$ cat config.mk
export PLATFORM = sky130hd
export DESIGN_NAME = s16_main_bus
export DESIGN_NICKNAME = d
export VERILOG_FILES = /design/src/hw/s16_bus_pkg.sv /design/src/hw/s16_io_pkg.sv /design/src/hw/s16_mapper.sv /design/src/hw/s16_bus_decode.sv /design/src/hw/s16_cab_io.sv /design/src/hw/s16_dtack.sv /design/src/hw/s16_main_bus.sv
export VERILOG_INCLUDE_DIRS = /design/src /design/src/include
export SDC_FILE = /design/constraint.sdc
export NUM_CORES = 1
export LEC_CHECK = 0
export BUFFER_PORTS_ARGS = -buffer_cell sky130_fd_sc_hd__buf_2
export CAP_MARGIN = 20
export CORE_ASPECT_RATIO = 1.25
export CORE_MARGIN = 1.5
export CORE_UTILIZATION = 51
export DETAILED_ROUTE_END_ITERATION = 10
export PLACE_DENSITY = 0.9
export SETUP_SLACK_MARGIN = 0.5
export SYNTH_ARGS = -nofsm -noshare
export SYNTH_HDL_FRONTEND = slang
export SYNTH_SLANG_ARGS = --single-unit
$ cat constraint.sdc
create_clock -name clk -period 4.3 [get_ports clk]
set_clock_uncertainty 0.1 [all_clocks]
set_input_delay 0.645 -clock clk [delete_from_list [all_inputs] [get_ports clk]]
set_output_delay 0.645 -clock clk [all_outputs]
set_load 0.02 [all_outputs]
$ cat src/include/s16_settings.svh
/*
 * System 16B main bus settings
 * CPU clock-enable ratio and reset values of the region map
 */
`ifndef S16_SETTINGS_SVH
`define S16_SETTINGS_SVH

// 68000 enable out of the system clock, 29 pulses every 146 clocks
`define S16_CEN_NUM 8'd29
`define S16_CEN_DEN 8'd146

`define S16_REGIONS 8

// Base bytes, compared against A[23:16]
`define S16_BASE_0 8'h00
`define S16_BASE_1 8'h01
`define S16_BASE_2 8'h02
`define S16_BASE_3 8'hff
`define S16_BASE_4 8'h40
`define S16_BASE_5 8'h44
`define S16_BASE_6 8'h84
`define S16_BASE_7 8'hc4

// Size masks. Video RAM spans two 64kB pages, text and tiles
`define S16_MASK_0 8'hff
`define S16_MASK_1 8'hff
`define S16_MASK_2 8'hff
`define S16_MASK_3 8'hff
`define S16_MASK_4 8'hfe
`define S16_MASK_5 8'hff
`define S16_MASK_6 8'hff
`define S16_MASK_7 8'hff

`endif

$ cat src/hw/s16_bus_pkg.sv
/*
 * System 16B CPU bus types
 * 68000 bus request, two decodings of the word address, region indices
 */
package s16_bus_pkg;

    // One 68000 bus cycle as seen from the master
    typedef struct packed {
        logic        asn;
        logic        rnw;
        logic        udsn;
        logic        ldsn;
        logic [2:0]  fc;
        logic [23:1] addr;
        logic [15:0] wdata;
    } bus_req_t;

    // Cabinet I/O register selection
    typedef struct packed {
        logic [23:14] upper;
        logic [13:12] page;
        logic [11:3]  mid;
        logic [2:1]   regsel;
    } io_view_t;

    // Video RAM page, bit 16 picks character RAM
    typedef struct packed {
        logic [23:17] upper;
        logic         bank;
        logic [15:1]  offset;
    } vram_view_t;

    typedef union packed {
        io_view_t   io;
        vram_view_t vram;
    } addr_view_u;

    // Regions 0 to 2 are program ROM
    localparam logic [2:0] REG_RAM  = 3'd3;
    localparam logic [2:0] REG_VRAM = 3'd4;
    localparam logic [2:0] REG_ORAM = 3'd5;
    localparam logic [2:0] REG_PAL  = 3'd6;
    localparam logic [2:0] REG_IO   = 3'd7;

endpackage

$ cat src/hw/s16_io_pkg.sv
/*
 * System 16B cabinet types
 * Player controls, coin and service inputs, DIP switch banks
 */
package s16_io_pkg;

    // Raw cabinet inputs as wired on the edge connector
    typedef struct packed {
        logic [7:0] joy1;
        logic [7:0] joy2;
        logic [1:0] start;
        logic [1:0] coin;
        logic       service;
        logic       test;
        logic       pause;
    } cab_in_t;

    // Two 8-position DIP banks
    typedef struct packed {
        logic [7:0] b;
        logic [7:0] a;
    } dip_t;

endpackage

$ cat src/hw/s16_mapper.sv
/*
 * System 16B region mapper
 * Eight programmable base comparators on A[23:16], lowest region wins
 */
`timescale 1ns/10ps
`include "s16_settings.svh"

module s16_mapper (
    input  logic                    clk,
    input  logic                    rst,
    input  logic                    map_we,
    input  logic [2:0]              map_idx,
    input  logic [7:0]              map_base,
    input  logic [23:1]             addr,
    output logic [`S16_REGIONS-1:0] active
);

    localparam logic [7:0] BASE_RST [`S16_REGIONS] = '{
        `S16_BASE_0, `S16_BASE_1, `S16_BASE_2, `S16_BASE_3,
        `S16_BASE_4, `S16_BASE_5, `S16_BASE_6, `S16_BASE_7
    };

    localparam logic [7:0] SIZE_MASK [`S16_REGIONS] = '{
        `S16_MASK_0, `S16_MASK_1, `S16_MASK_2, `S16_MASK_3,
        `S16_MASK_4, `S16_MASK_5, `S16_MASK_6, `S16_MASK_7
    };

    logic [7:0]              base_q [`S16_REGIONS];
    logic [`S16_REGIONS-1:0] match;

    // Base registers, written by the bus controller
    always_ff @(posedge clk or posedge rst) begin
        if (rst) begin
            for (int i = 0; i < `S16_REGIONS; i++) begin
                base_q[i] <= BASE_RST[i];
            end
        end else if (map_we) begin
            base_q[map_idx] <= map_base;
        end
    end

    // Masked compare of the top address byte
    always_comb begin
        for (int i = 0; i < `S16_REGIONS; i++) begin
            match[i] = ((addr[23:16] ^ base_q[i]) & SIZE_MASK[i]) == 8'h00;
        end
    end

    // Walk down so the lowest matching region is the one left standing
    always_comb begin
        active = '0;
        for (int i = `S16_REGIONS - 1; i >= 0; i--) begin
            if (match[i]) begin
                active    = '0;
                active[i] = 1'b1;
            end
        end
    end

endmodule

$ cat src/hw/s16_bus_decode.sv
/*
 * System 16B chip select decoder
 * Registered chip selects, memory wait condition and the CPU read mux
 */
`timescale 1ns/10ps
`include "s16_settings.svh"

module s16_bus_decode (
    input  logic                    clk,
    input  logic                    rst,
    input  s16_bus_pkg::bus_req_t   bus_req,
    input  logic [`S16_REGIONS-1:0] active,
    input  logic [7:0]              cab_dout,
    input  logic [15:0]             rom_data,
    input  logic                    rom_ok,
    input  logic [15:0]             ram_data,
    input  logic                    ram_ok,
    input  logic [15:0]             char_dout,
    input  logic [15:0]             pal_dout,
    input  logic [15:0]             obj_dout,
    output logic                    rom_cs,
    output logic                    ram_cs,
    output logic                    vram_cs,
    output logic                    char_cs,
    output logic                    pal_cs,
    output logic                    objram_cs,
    output logic                    io_cs,
    output logic                    bus_cs,
    output logic                    bus_busy,
    output logic [15:0]             rdata,
    output logic [18:1]             rom_addr
);

    s16_bus_pkg::addr_view_u av;
    logic                    access;
    logic                    strobe;

    assign av = bus_req.addr;

    // CPU space cycles (interrupt acknowledge) never reach memory
    assign access = !bus_req.asn && (bus_req.fc != 3'b111);
    assign strobe = !(bus_req.udsn && bus_req.ldsn);

    always_ff @(posedge clk or posedge rst) begin
        if (rst) begin
            rom_cs    <= 1'b0;
            ram_cs    <= 1'b0;
            vram_cs   <= 1'b0;
            char_cs   <= 1'b0;
            pal_cs    <= 1'b0;
            objram_cs <= 1'b0;
            io_cs     <= 1'b0;
        end else if (access) begin
            rom_cs    <= |active[2:0];
            char_cs   <= active[s16_bus_pkg::REG_VRAM] && av.vram.bank;
            objram_cs <= active[s16_bus_pkg::REG_ORAM];
            pal_cs    <= active[s16_bus_pkg::REG_PAL];
            io_cs     <= active[s16_bus_pkg::REG_IO];
            // SDRAM side needs a fresh select per strobe
            vram_cs   <= strobe && active[s16_bus_pkg::REG_VRAM] && !av.vram.bank;
            ram_cs    <= strobe && active[s16_bus_pkg::REG_RAM];
        end else begin
            rom_cs    <= 1'b0;
            ram_cs    <= 1'b0;
            vram_cs   <= 1'b0;
            char_cs   <= 1'b0;
            pal_cs    <= 1'b0;
            objram_cs <= 1'b0;
            io_cs     <= 1'b0;
        end
    end

    assign bus_cs   = rom_cs | ram_cs | vram_cs | char_cs | pal_cs | objram_cs | io_cs;
    assign bus_busy = (rom_cs & ~rom_ok) | ((ram_cs | vram_cs) & ~ram_ok);
    assign rom_addr = bus_req.addr[18:1];

    // Read data, held on unmapped accesses
    always_ff @(posedge clk or posedge rst) begin
        if (rst) begin
            rdata <= 16'hffff;
        end else if (ram_cs || vram_cs) begin
            rdata <= ram_data;
        end else if (rom_cs) begin
            rdata <= rom_data;
        end else if (char_cs) begin
            rdata <= char_dout;
        end else if (pal_cs) begin
            rdata <= pal_dout;
        end else if (objram_cs) begin
            rdata <= obj_dout;
        end else if (io_cs) begin
            rdata <= {8'hff, cab_dout};
        end
    end

endmodule

$ cat src/hw/s16_cab_io.sv
/*
 * System 16B cabinet I/O
 * Player input and DIP read port, screen flip latch
 */
`timescale 1ns/10ps

module s16_cab_io (
    input  logic                  clk,
    input  logic                  rst,
    input  logic                  io_cs,
    input  s16_bus_pkg::bus_req_t bus_req,
    input  s16_io_pkg::cab_in_t   cab,
    input  s16_io_pkg::dip_t      dip,
    output logic [7:0]            cab_dout,
    output logic                  flip
);

    s16_bus_pkg::addr_view_u av;

    assign av = bus_req.addr;

    // Board wiring of the joystick bits
    function automatic logic [7:0] sort_joy(input logic [7:0] joy);
        return {joy[1:0], joy[3:2], joy[7], joy[5:4], joy[6]};
    endfunction

    always_ff @(posedge clk or posedge rst) begin
        if (rst) begin
            cab_dout <= 8'hff;
            flip     <= 1'b0;
        end else begin
            cab_dout <= 8'hff;
            if (io_cs) begin
                case (av.io.page)
                    2'd0: begin
                        // Only a low byte write reaches the latch
                        if (!bus_req.rnw && !bus_req.ldsn) begin
                            flip <= bus_req.wdata[6];
                        end
                    end
                    2'd1: begin
                        case (av.io.regsel)
                            2'd0: cab_dout <= {2'b11, cab.start, cab.service, cab.test, cab.coin};
                            2'd1: cab_dout <= sort_joy(cab.joy1);
                            2'd3: cab_dout <= sort_joy(cab.joy2);
                            default: cab_dout <= 8'hff;
                        endcase
                    end
                    2'd2: cab_dout <= av.io.regsel[1] ? dip.b : dip.a;
                    default: cab_dout <= 8'hff;
                endcase
            end
        end
    end

endmodule

$ cat src/hw/s16_dtack.sv
/*
 * 68000 clock enables and DTACK
 * Fractional 29/146 enable pair, DTACK held off while memory is busy
 */
`timescale 1ns/10ps
`include "s16_settings.svh"

module s16_dtack (
    input  logic                  clk,
    input  logic                  rst,
    input  s16_bus_pkg::bus_req_t bus_req,
    input  logic                  bus_cs,
    input  logic                  bus_busy,
    output logic                  cpu_cen,
    output logic                  cpu_cenb,
    output logic                  dtackn
);

    typedef enum logic [1:0] {S_IDLE, S_WAIT, S_ACK} state_t;

    // Double step, odd overflows become cen and even ones cenb
    localparam logic [8:0] STEP = {`S16_CEN_NUM, 1'b0};
    localparam logic [8:0] DEN  = {1'b0, `S16_CEN_DEN};

    logic [8:0] acc;
    logic [8:0] sum;
    logic       half;
    state_t     state;
    logic       cs_dly;
    logic       dtack_q;
    logic       bus_n;

    assign sum   = acc + STEP;
    assign bus_n = bus_req.asn | (bus_req.udsn & bus_req.ldsn);

    always_ff @(posedge clk or posedge rst) begin
        if (rst) begin
            acc      <= '0;
            half     <= 1'b0;
            cpu_cen  <= 1'b0;
            cpu_cenb <= 1'b0;
        end else begin
            cpu_cen  <= 1'b0;
            cpu_cenb <= 1'b0;
            if (sum >= DEN) begin
                acc  <= sum - DEN;
                half <= ~half;
                if (half) begin
                    cpu_cenb <= 1'b1;
                end else begin
                    cpu_cen <= 1'b1;
                end
            end else begin
                acc <= sum;
            end
        end
    end

    // cs_dly makes sure a select has been up a full clock
    always_ff @(posedge clk or posedge rst) begin
        if (rst) begin
            state   <= S_IDLE;
            cs_dly  <= 1'b0;
            dtack_q <= 1'b1;
        end else begin
            cs_dly <= bus_cs;
            case (state)
                S_IDLE: begin
                    dtack_q <= 1'b1;
                    if (!bus_n) state <= S_WAIT;
                end
                S_WAIT: begin
                    if (bus_req.asn) begin
                        state <= S_IDLE;
                    end else if (cpu_cen && bus_cs && cs_dly && !bus_busy) begin
                        dtack_q <= 1'b0;
                        state   <= S_ACK;
                    end
                end
                default: begin
                    if (bus_req.asn) begin
                        dtack_q <= 1'b1;
                        state   <= S_IDLE;
                    end
                end
            endcase
        end
    end

    // Released on the first clock after the master lets go of AS
    assign dtackn = dtack_q;

endmodule

$ cat src/hw/s16_main_bus.sv
/*
 * System 16B main CPU bus glue
 * Region mapper, chip select decoder, cabinet I/O and DTACK
 */
`timescale 1ns/10ps
`include "s16_settings.svh"

module s16_main_bus (
    input  logic                  clk,
    input  logic                  rst,
    input  s16_bus_pkg::bus_req_t bus_req,
    input  logic                  map_we,
    input  logic [2:0]            map_idx,
    input  logic [7:0]            map_base,
    input  s16_io_pkg::cab_in_t   cab,
    input  s16_io_pkg::dip_t      dip,
    input  logic [15:0]           rom_data,
    input  logic                  rom_ok,
    input  logic [15:0]           ram_data,
    input  logic                  ram_ok,
    input  logic [15:0]           char_dout,
    input  logic [15:0]           pal_dout,
    input  logic [15:0]           obj_dout,
    output logic                  rom_cs,
    output logic                  ram_cs,
    output logic                  vram_cs,
    output logic                  char_cs,
    output logic                  pal_cs,
    output logic                  objram_cs,
    output logic                  io_cs,
    output logic [18:1]           rom_addr,
    output logic [15:0]           rdata,
    output logic                  dtackn,
    output logic                  cpu_cen,
    output logic                  flip
);

    logic [`S16_REGIONS-1:0] active;
    logic [7:0]              cab_dout;
    logic                    bus_cs;
    logic                    bus_busy;

    s16_mapper u_mapper (
        .clk      ( clk          ),
        .rst      ( rst          ),
        .map_we   ( map_we       ),
        .map_idx  ( map_idx      ),
        .map_base ( map_base     ),
        .addr     ( bus_req.addr ),
        .active   ( active       )
    );

    s16_bus_decode u_decode (
        .clk       ( clk       ),
        .rst       ( rst       ),
        .bus_req   ( bus_req   ),
        .active    ( active    ),
        .cab_dout  ( cab_dout  ),
        .rom_data  ( rom_data  ),
        .rom_ok    ( rom_ok    ),
        .ram_data  ( ram_data  ),
        .ram_ok    ( ram_ok    ),
        .char_dout ( char_dout ),
        .pal_dout  ( pal_dout  ),
        .obj_dout  ( obj_dout  ),
        .rom_cs    ( rom_cs    ),
        .ram_cs    ( ram_cs    ),
        .vram_cs   ( vram_cs   ),
        .char_cs   ( char_cs   ),
        .pal_cs    ( pal_cs    ),
        .objram_cs ( objram_cs ),
        .io_cs     ( io_cs     ),
        .bus_cs    ( bus_cs    ),
        .bus_busy  ( bus_busy  ),
        .rdata     ( rdata     ),
        .rom_addr  ( rom_addr  )
    );

    s16_cab_io u_cab_io (
        .clk      ( clk      ),
        .rst      ( rst      ),
        .io_cs    ( io_cs    ),
        .bus_req  ( bus_req  ),
        .cab      ( cab      ),
        .dip      ( dip      ),
        .cab_dout ( cab_dout ),
        .flip     ( flip     )
    );

    // Only the rising-phase enable leaves the block
    s16_dtack u_dtack (
        .clk      ( clk      ),
        .rst      ( rst      ),
        .bus_req  ( bus_req  ),
        .bus_cs   ( bus_cs   ),
        .bus_busy ( bus_busy ),
        .cpu_cen  ( cpu_cen  ),
        .cpu_cenb (          ),
        .dtackn   ( dtackn   )
    );

endmodule

[Yosys cells after proc, flatten, opt, wreduce, memory -nomap -nowiden]
Index checks and enable logic that the tools add are counted.
Cells by class
  add/sub/neg operators: 2
  multipliers: 0
  divide/modulo/power cells: 0
  $lt $le $gt $ge: 3
  equal/unequal tests: 10
  shift-type cells: 0
  multiplexer cells: 40
  bitwise gates (word level): 24
  reductions and logical operators: 35
Operator list (number)
  two-way mux 16 bit: 6
  two-way mux 8 bit: 11
  bitwise mux 64 bit: 1
  zero test 8 bit: 8
  XOR 8 bit: 8
  demux 8 bit (select 3 bit): 1
  case mux 8 bit (3 select lines): 1
  case mux 8 bit (2 select lines): 1
  two-way mux 1 bit: 12
  logical AND 1 bit: 11
  adder 9 x 6 -> 9 bit, second input constant: 1
  greater-or-equal comparator 9 x 8 -> 1 bit, second input constant: 1
  two-way mux 9 bit: 1
  OR 1 bit: 9
  AND reduction 3 bit: 3
  subtractor 9 x 8 -> 9 bit, second input constant: 1
  two-way mux 2 bit: 4
  == test 2 x 1 -> 1 bit, second input constant: 3
  zero test 1 bit: 6
  zero test 2 bit: 3
  nonzero test 6 bit: 1
  == test 2 bit, second input constant: 2
  greater-or-equal comparator 4 bit, second input constant: 1
  less-than comparator 4 x 1 -> 1 bit, second input constant: 1
  other kinds (12): 17
Storage, ports and cells
  bits in registers: 111
  bits in latches: 0
  bits in writable memories: 0
  memory bits (read-only): 0
  bits of input ports: 181
  output and inout bits: 44
  word-level logic and storage cells: 138
  memories: 0

[Longest topological paths before layout]
Gate-level depths: netlist of run 1.
  depth in word-level cells: 13
  gate-level depth with buffers: 8
  mapped depth without buffers: 7

[Hierarchy]
A second synthesis of run 1 with hierarchy kept.
Unflattened totals
  cells, all modules: 628
  area total of the unflattened synthesis: 6780.3 µm²
By module, submodules not included
  s16_mapper: times used 1, cells an instance 245, area an instance 3269.4 µm², sequential area each 1599.0 µm²
  s16_bus_decode: times used 1, cells an instance 212, area an instance 1800.5 µm², sequential area each 595.6 µm²
  s16_dtack: times used 1, cells an instance 104, area an instance 1021.0 µm², sequential area each 376.6 µm²
  s16_cab_io: times used 1, cells an instance 67, area an instance 689.4 µm², sequential area each 235.2 µm²

[Worst setup path before layout of run 1]
OpenSTA, ideal clock, no wires.
  kind: reg2reg
  from: register u_dtack.acc[2]
  to: register u_dtack.acc[3]
  setup time: 132 ps
  data arrival time: 1882 ps
  required time: 4068 ps
  slack: 2186 ps
  cell stages (with the launch flop): 7
  buffers on the path: 1
  period minus slack after synthesis: 2114 ps
  cell sequence: dfrtp_1 > ha_1 > buf_6 > o41ai_2 > xnor2_1 > o221ai_1 > xor2_1
On the way
  word-level cells in the longest chain between the ends: 3
  elaborated cells between the ends (all ways): 4
  classes of those cells: add/sub (2); order compare (1); mux (1)
Ends and longest elaborated chain
  from (decl): RTL line s16_dtack.sv:25  | logic [8:0] acc;
  from (signal assigned): RTL line s16_dtack.sv:46  | acc <= sum - DEN;
  from (signal assigned): RTL line s16_dtack.sv:54  | acc <= sum;
  adder 9 x 6 -> 9 bit (*): RTL line s16_dtack.sv:33  | assign sum = acc + STEP;
  subtractor 9 x 8 -> 9 bit or greater-or-equal comparator 9 x 8 -> 1 bit (tied branches): RTL line s16_dtack.sv:46, s16_dtack.sv:45
  two-way mux 9 bit (*): RTL line s16_dtack.sv:45  | if (sum >= DEN) begin
Mark *: on every way between the ends. The rest lies on a longest branch, timed or not.
A chain may end at the register's enable or synchronous reset.

[Worst setup path after layout of run 1]
  from: register u_dtack.acc[1]
  to: register u_dtack.acc[8]
Same word-level chain as after synthesis.

==> run metrics, run 1 <==
P_sw=0.896 mW; status=completed; worst-margin pin slew=0.963 ns; combinational power share=0.246; CTS tree=yes; worst min-delay path category=reg -> reg; DR iter-0 viols=355; switching share of power=0.302; Post-Route Setup TNS=0 ns; post_cts resized=0; worst r2r path cells=6; final worst-path cycle share=0.593; yosys warns=0; critical path capture point type=flip-flop; First-pass DRT Iterations=5; RSZ-0062 raised after global routing=no; Max clock buf depth=2; Port Buffers=186; final slew viol count=0; nets@finish=920; crit start category=flip-flop; FMAX=392 MHz; Setup WS post-layout=1.75 ns; syn_nets=773; Final HPWL DP=13.1 mm; Place WS=1.81 ns; max_cap viols=0; # fillers=1,020; clock root buffer master=clkbuf_16; area of the multi-input gates=3320 µm²; die width=104 µm; # rows=45; Setup Buffers After CTS=0; Clock Sinks=109; ys flop type=dfrtp_1; DIE HEIGHT=129 µm; Leakage Power=3.35 nW; CTS Buf Count=9; maximum fanout along the worst path=11; largest net degree at the start of global routing=82; core area=12,300 µm²; Clock Latency Late Sink=0.35 ns; Max-Slew Margin vs Limit=0.358; sequential share of power=0.489; CP arrival=2.71 ns; fraction of registers with async set or reset after synthesis=1.00; share of cells above drive strength 1=0.465; dpl cell area=7310 µm²; cell area after synthesis=6480 µm²; DRC viols=0; WL final=17.7 mm; Post-synth EDFFs=0; power per standard cell area=391 nW/µm²; gr usage total=0.266; R2R Setup Slk=1.75 ns; Tot Pwr=2.97 mW; Syn Inst Count=586; post-synthesis sequential area ratio=0.429; Avg Cell Area, Syn=11.1 µm²; vias per inst=5.83; Yosys reg bits=109; Final Hold Viols=0; Worst EP required=4.46 ns; Hold Crit Depth=1; Internal Dissipation=2.07 mW; FF/Latch Area=2780 µm²; WL per Instance=19.5 µm; Boundary Pins=225; CTS Hold Bufs=0; Routed Antenna Nets=0; vias after detailed routing=5,272; initial antenna violation count=6; Initial Util=0.528; distinct cell type count after synthesis=64; Peak VDD IR=290 µV; first-pass GRT wire length=27.4 mm; reg2reg start=u_dtack.acc[1]$_DFFE_PP0N_; hold path endpoint=u_dtack.cpu_cen$_DFF_PP0_; Routability Congestion=0.864; H-tree Lvls=3; DIE AREA=13,400 µm²; clk slew on worst S/H paths=0.07 ns; grt ovf=0; Worst R2R End=u_dtack.acc[8]$_DFF_PP0_; clock power share=0.265; hold path startpoint=u_dtack.half$_DFFE_PP0P_; CP Class=reg -> reg; Layout area overhead=17.1%; min Tclk post-route=2.55 ns; vias in the first global route=5,227; final instance area=7590 µm²; # setup viols final=0
cells in the final DEF, fill, tap and decap left out, types with 4 or more instances in the layout:
master / netlist / layout
buf_2: 4 / 186
nand4_1: 4 / 4
mux2_2: 72 / 72
mux2i_1: 32 / 32
o21ai_0: 26 / 26
nor3_1: 10 / 10
nor2_1: 15 / 15
nand2b_1: 5 / 5
a21oi_1: 25 / 25
xor2_1: 55 / 55
dfrtp_1: 66 / 66
o22ai_1: 17 / 17
nand2_1: 36 / 36
inv_1: 9 / 8
xnor2_1: 16 / 16
a221o_1: 17 / 17
clkbuf_16: 0 / 9
nor2b_1: 9 / 9
nor4_1: 17 / 17
dfstp_2: 43 / 43
ha_1: 6 / 6
final cells by class:
cell class                      instances  area share
Clock buffer                           10      0.0302
Tap cell                              164      0.0270
Inverter                               11     0.00577
Multi-Input combinational cell        413       0.438
Antenna cell                            3    0.000989
Clock inverter                          6     0.00643
Timing Repair Buffer                  189       0.126
Sequential cell                       109       0.366
Yosys cell counts, types with 10 or more instances:
library cell  count  area, µm²
mux2_2           72        811
dfrtp_1          66       1650
xor2_1           55        482
dfstp_2          43       1130
nand2_1          36        135
mux2i_1          32        320
o21ai_0          26        130
a21oi_1          25        125
buf_4            21        158
a221o_1          17        170
clkbuf_1         17       63.8
nor4_1           17        106
o22ai_1          17        106
xnor2_1          16        140
nor2_1           15       56.3
nor3_1           10       50.1
per-layer routing:
metal  up-vias  wire [µm]  GRT usage
met4         6        551      0.118
li1       2413          -          -
met1      2573       6960      0.311
met2       222       8540      0.456
met5         -         36          0
met3        58       1600     0.0790
metrics by stage:
stage / std cells / utilization / hold slack, ns
after floorplan: 586 / - / 0.325
after global placement: 886 / 0.595 / 0.340
after detailed placement: 886 / 0.595 / 0.341
after CTS: 902 / 0.618 / 0.352
after global routing: 903 / 0.618 / 0.365
final: 905 / 0.619 / 0.348
power by group through the flow:
stage | Clock [mW] | Combinational, mW | Sequential [mW]
finish | 0.787 | 0.729 | 1.45
global route | 0.836 | 0.789 | 1.47
CTS | 0.796 | 0.730 | 1.45
detailed placement | 0 | 0.725 | 1.46
global placement | 0 | 0.702 | 1.45
floorplan | 0 | 0.420 | 1.54
worst max-delay path: stages, from the launching register on:
cell	delay [ns]
dfrtp_1	0.59
ha_1	0.45
xor2_1	0.28
nor3b_1	0.51
o211ai_2	0.16
o21bai_1	0.19
o31ai_2	0.18
worst max-delay path by stage:
stage / end / startpoint / slack [ns] / depth (start not counted)
global placement: u_dtack.acc[8]$_DFF_PP0_ / u_dtack.acc[1]$_DFFE_PP0N_ / 1.89 / 6
detailed placement: u_decode.vram_cs$_DFF_PP0_ / bus_req[32] / 1.81 / 6
CTS: u_dtack.acc[8]$_DFF_PP0_ / u_dtack.acc[1]$_DFFE_PP0N_ / 1.81 / 6
global route: u_dtack.acc[8]$_DFF_PP0_ / u_dtack.acc[1]$_DFFE_PP0N_ / 1.56 / 6
floorplan: u_cab_io.flip$_DFFE_PP0P_ / rst / 0.75 / 1
finish: u_dtack.acc[8]$_DFF_PP0_ / u_dtack.acc[1]$_DFFE_PP0N_ / 1.75 / 6
logic make-up (layout without fill, tap and decap cells):
| family | count (synthesis) | in the layout | synth area share |
|---|---|---|---|
| compound gates | 116 | 116 | 0.132 |
| simple gates | 114 | 114 | 0.0940 |
| flops | 109 | 109 | 0.429 |
| mux | 104 | 104 | 0.175 |
| xor+xnor | 73 | 73 | 0.101 |
| buf+inv | 64 | 216 | 0.0581 |
| fa+ha+maj | 6 | 6 | 0.0116 |
| other cells | 0 | 3 | 0 |
registers in the layout, indices dropped and copies added (netlist names), 2 cells and up:
register and cells:
u_decode.rdata 16, u_dtack.state 2, u_cab_io.cab_dout 8, u_mapper.base_q 63, u_dtack.acc 8
Power figures use the tool's default switching activity.
==> inputs of run 2 (changes only) <==
==> constraint.sdc (replaced) <==
create_clock -name clk -period 2.4 [get_ports clk]
set_clock_uncertainty 0.1 [all_clocks]
set_input_delay 0.36 -clock clk [delete_from_list [all_inputs] [get_ports clk]]
set_output_delay 0.36 -clock clk [all_outputs]
set_load 0.02 [all_outputs]
==> run 2 against run 1 <==
Die area did not move. Sequential share of layout area is 2.3 points lower. Worst hold slack worse by 0.31 ns.
==> run metrics, run 2 (synthesis gave the netlist of run 1 again) <==
Clock Sinks=109; largest net degree at the start of global routing=33; worst min-delay path category=in -> async; gr usage total=0.280; most common cell after layout, fill and taps aside=buf_2; Leakage Power=3.58 nW; sequential share of power=0.460; Max clock buf depth=2; CP Class=reg -> reg; final worst-path cycle share=0.835; Routed Antenna Nets=0; combinational power share=0.236; DRC viols=0; P_sw=1.60 mW; Worst EP required=2.52 ns; Peak VDD IR=404 µV; Routability Congestion=0.884; vias after detailed routing=5,371; Largest stage delay, worst path=0.40 ns; Max-Slew Margin vs Limit=0.498; Final Non-Filler Cells=931; dpl cell area=7450 µm²; crit start category=flip-flop; switching share of power=0.283; maximum fanout along the worst path=9; max_cap viols=0; critical path capture point type=flip-flop; RSZ-0062 raised after global routing=yes; clk slew on worst S/H paths=0.07 ns; core area=12,300 µm²; Layout area overhead=25.3%; # fillers=956; grt ovf=0; power per standard cell area=697 nW/µm²; CP cell instances=buf_4, ha_4, xor2_4, and2_4, o211ai_4, o221ai_2, xor2_1; initial antenna violation count=5; DR iter-0 viols=357; area of the multi-input gates=3520 µm²; Biggest register=u_mapper.base_q; max FFs per register=63; WL per Instance=19.7 µm; DIE AREA=13,400 µm²; First-pass DRT Iterations=4; status=completed; nets@finish=944; die width=104 µm; FF/Latch Area=2790 µm²; Hold WS=0.0371 ns; final instance area=8120 µm²; Final Hold Viols=0; first-pass GRT wire length=28.7 mm; vias per inst=5.77; share of cells above drive strength 1=0.513; min Tclk post-route=2.00 ns; Internal Dissipation=4.06 mW; CTS tree=yes; Boundary Pins=225; WL final=18.3 mm; final slew viol count=0; CTS Buf Count=9; DIE HEIGHT=129 µm; biggest regs=u_mapper.base_q: 63 flops, u_decode.rdata: 16 flops; # rows=45; placed cells=895; clock power share=0.304; Max stage delay cell, worst path=dfrtp_2; most frequent cells in the layout=187 x buf_2, 72 x mux2_2, 61 x dfrtp_1; worst-margin pin slew=0.752 ns; # setup viols final=0; Port Buffers=186; Clock Latency Late Sink=0.35 ns; Final HPWL DP=13.4 mm; clock root buffer master=clkbuf_16; Post-Route Setup TNS=0 ns; Initial Util=0.528; FMAX=499 MHz; H-tree Lvls=3; vias in the first global route=5,566; CTS Hold Bufs=0; CP arrival=2.13 ns
-- run 2: cell types whose count changed in the layout (fill, tap and decap cells not counted), moves of 3 or more --
cell,previous run,this run
buf_4,3,19
dfrtp_1,66,61
buf_12,0,4
dfrtp_2,0,4
buf_6,0,3
bufinv_16,0,3
xor2_4,0,3
-- run 2: path summary, 6_finish.rpt --
path,cells past startpoint,start,endpoint,slack (ns)
max,7,u_dtack.acc[2]$_DFF_PP0_,u_dtack.acc[3]$_DFF_PP0_,0.40
min,2,rst,u_mapper.base_q[16]$_DFFE_PP0P_,0.04
max reg2reg,7,u_dtack.acc[2]$_DFF_PP0_,u_dtack.acc[3]$_DFF_PP0_,0.40
min reg2reg,1,u_dtack.half$_DFFE_PP0P_,u_dtack.cpu_cen$_DFF_PP0_,0.36
max in group asynchronous,3,rst,u_mapper.base_q[30]$_DFFE_PP1P_,1.51
min in group clk,2,bus_req[43],u_decode.vram_cs$_DFF_PP0_,0.14
-- run 2: area by class of cell --
cell class | count | share of cell area
clock inverter | 5 | 0.0132
clock buffer | 11 | 0.0299
antenna | 5 | 0.00154
tap | 164 | 0.0253
timing repair buffer | 213 | 0.147
sequential | 109 | 0.344
inverter | 11 | 0.00601
multi-input combinational | 413 | 0.434
-- run 2: routing by layer --
metal	vias up	share of wire	track usage
met4	2	0.047	0.145
met3	66	0.090	0.0981
met2	249	0.48	0.476
met5	-	0.0010	0
met1	2594	0.38	0.312
li1	2460	-	-
-- run 2: per-stage QoR --
stage / setup WS, ns / total power, mW / utilization
finish: 0.396 / 5.66 / 0.662
floorplan: 0.466 / 3.51 / -
global placement: 0.338 / 3.87 / 0.607
CTS: 0.414 / 5.68 / 0.658
global route: 0.311 / 5.92 / 0.661
detailed placement: 0.291 / 3.95 / 0.607
-- run 2: what timing repair did --
| action | 4_1_cts | 5_1_grt |
|---|---|---|
| setup endpoints to repair | 11 | 21 |
| gates resized for setup | 29 | 8 |
| setup buffers | 14 | 1 |
| pin swaps | 6 | 2 |
-- run 2: power groups by stage --
stage               clock network, mW  logic, mW  registers [mW]
global route                     1.82       1.45            2.65
global placement                    0       1.27            2.60
finish                           1.72       1.33            2.61
floorplan                           0      0.753            2.76
CTS                              1.74       1.34            2.60
detailed placement                  0       1.32            2.63
-- run 2: critical path, delay by kind of cell (launching register included) --
family | cells | cell delay, ns
xor+xnor | 2 | 0.39
fa+ha+maj | 1 | 0.22
compound gates | 2 | 0.43
simple gates | 1 | 0.18
buf+inv | 1 | 0.16
flops | 1 | 0.40
==> inputs of run 3 (changes only) <==
==> constraint.sdc (replaced) <==
create_clock -name clk -period 2.05 [get_ports clk]
set_clock_uncertainty 0.1 [all_clocks]
set_input_delay 0.3075 -clock clk [delete_from_list [all_inputs] [get_ports clk]]
set_output_delay 0.3075 -clock clk [all_outputs]
set_load 0.02 [all_outputs]
==> run 3 against run 2 <==
The flow now finishes with violations (negative setup slack). Worst setup slack worse by 0.40 ns. Non-clock buffer count is 28 higher. Critical path depth is 1 higher. Sequential share of layout area is 2.5 points lower. Wire length is 9.9% higher. Sequential cell count stayed put. Maximum frequency is 2.7% lower. Total power is 18% higher. Core utilization is 5.3 points higher. Via count is 4.7% higher. Global-route usage is 0.42 points higher. Highest routed layer is now met4. Largest power group unchanged.
==> run metrics, run 3 (synthesis gave the netlist of run 1 again) <==
WL final=20.1 mm; initial antenna violation count=5; # setup viols final=2; First-pass DRT Iterations=5; vias per inst=5.87; H-tree Lvls=3; vias in the first global route=5,737; FMAX=486 MHz; Setup WS post-layout=-0.00820 ns; CP Class=reg -> reg; DIE AREA=13,400 µm²; worst setup path start=u_dtack.acc[1]$_DFFE_PP0N_; nets@finish=972; Max clock buf depth=2; gr usage total=0.284; Crit path max-delay family=compound AO/OA/AOI/OAI gates; critical path buffer and inverter count=2; most frequent cells in the layout=184 x buf_2, 72 x mux2_2, 58 x dfrtp_1; Routability Congestion=0.912; grt peak-use layer=met2; largest net degree at the start of global routing=46; placed cells=903; Largest stage delay, worst path=0.43 ns; FF/Latch Area=2790 µm²; Port Buffers=186; biggest regs=u_mapper.base_q: 63 flops, u_decode.rdata: 16 flops; share of cells above drive strength 1=0.587; core area=12,300 µm²; Leakage Power=3.82 nW; DR iter-0 viols=415; min Tclk post-route=2.06 ns; Clock Latency Late Sink=0.36 ns; Final HPWL DP=13.6 mm; DIE HEIGHT=129 µm; # fillers=814; Final Non-Filler Cells=959; failing checks=negative setup slack; Max-Slew Margin vs Limit=0.589; Worst EP required=2.22 ns; most common cell after layout, fill and taps aside=buf_2; Peak VDD IR=605 µV; Initial Util=0.528; CP cell instances=buf_12, ha_4, buf_6, and4b_1, a211oi_2, o211ai_4, o221ai_2, xor2_1; final slew viol count=0; DRC viols=0; final worst-path cycle share=1.00; critical path capture point type=flip-flop; die width=104 µm; Worst R2R End=u_dtack.acc[3]$_DFF_PP0_; # rows=45; M3 GR Usage=0.0749; met2 Usage GRT=0.510; Post-Route Setup TNS=-0.0134 ns; worst min-delay path category=in -> reg; vias after detailed routing=5,625; Layout area overhead=35.4%; worst-margin pin slew=0.616 ns; Max stage delay cell, worst path=dfrtp_2; area of the multi-input gates=3880 µm²; CP endpoint=u_dtack.acc[3]$_DFF_PP0_; Critical Path Stages=8; clock root buffer master=clkbuf_16; WL per Instance=21.0 µm; final instance area=8780 µm²; RSZ-0062 raised after global routing=yes; reg2reg start=u_dtack.acc[1]$_DFFE_PP0N_; dpl cell area=7640 µm²; CTS tree=yes; max_cap viols=0; Boundary Pins=225; clk slew on worst S/H paths=0.08 ns; CTS Buf Count=9; status=finished, violations left; Biggest register=u_mapper.base_q; Hold WS=0.0961 ns; Routed Antenna Nets=0; maximum fanout along the worst path=6; Final Hold Viols=0; Clock Sinks=109; power per standard cell area=762 nW/µm²; grt ovf=0; crit start category=flip-flop; GR Layer Usage met1=0.318; R2R Setup Slk=-0.008 ns; first-pass GRT wire length=29.4 mm; CP arrival=2.23 ns; final core utilization=0.715; max FFs per register=63; worst r2r path cells=8
-- run 3: through the flow --
stage | power (mW) | setup WS (ns)
2_1_floorplan | 4.12 | 0.196
3_3_place_gp | 4.54 | 0.0484
3_5_place_dp | 4.63 | 0.00370
4_1_cts | 6.50 | 0.0272
5_1_grt | 6.95 | -0.122
6_report | 6.69 | -0.00820
-- run 3: power by group --
group / total [mW] / switching, mW / internal, mW
logic: 1.77 / 0.913 / 0.861
registers: 3.08 / 0.322 / 2.76
clock network: 1.83 / 0.855 / 0.976
total: 6.69 / 2.09 / 4.60
-- run 3: final cells by class --
type | instances | area share
Antenna cell | 5 | 0.00143
Clock buffer | 10 | 0.0261
Clock inverter | 6 | 0.00898
Inverter | 11 | 0.00699
Multi-Input combinational cell | 413 | 0.442
Sequential cell | 109 | 0.318
Tap cell | 164 | 0.0234
Timing Repair Buffer | 241 | 0.173
-- run 3: worst min path at each step --
| stage | startpoint | to | slack [ns] | depth (start not counted) |
|---|---|---|---|---|
| finish | bus_req[6] | u_cab_io.flip$_DFFE_PP0P_ | 0.1 | 2 |
| global route | bus_req[6] | u_cab_io.flip$_DFFE_PP0P_ | 0.09 | 2 |
| CTS | bus_req[45] | u_dtack.state[0]$_DFFE_PP0P_ | 0.07 | 2 |
| detailed placement | rst | u_cab_io.flip$_DFFE_PP0P_ | 0.31 | 2 |
| global placement | rst | u_cab_io.flip$_DFFE_PP0P_ | 0.30 | 2 |
| floorplan | bus_req[45] | u_dtack.state[1]$_DFFE_PP0P_ | 0.27 | 1 |
-- run 3: timing repair --
action / 4_1_cts / 5_1_grt
setup buffers: 21 / 11
gates resized for setup: 62 / 62
endpoints found under the hold margin: 1 / 0
setup endpoints to repair: 39 / 38
gates cloned: 0 / 2
pin swaps: 35 / 42
hold buffers: 1 / 0
-- run 3: layer usage --
layer,vias to the layer above,share of wire
li1,2530,-
met1,2777,0.38
met5,-,0
met4,0,0.034
met3,61,0.072
met2,257,0.51
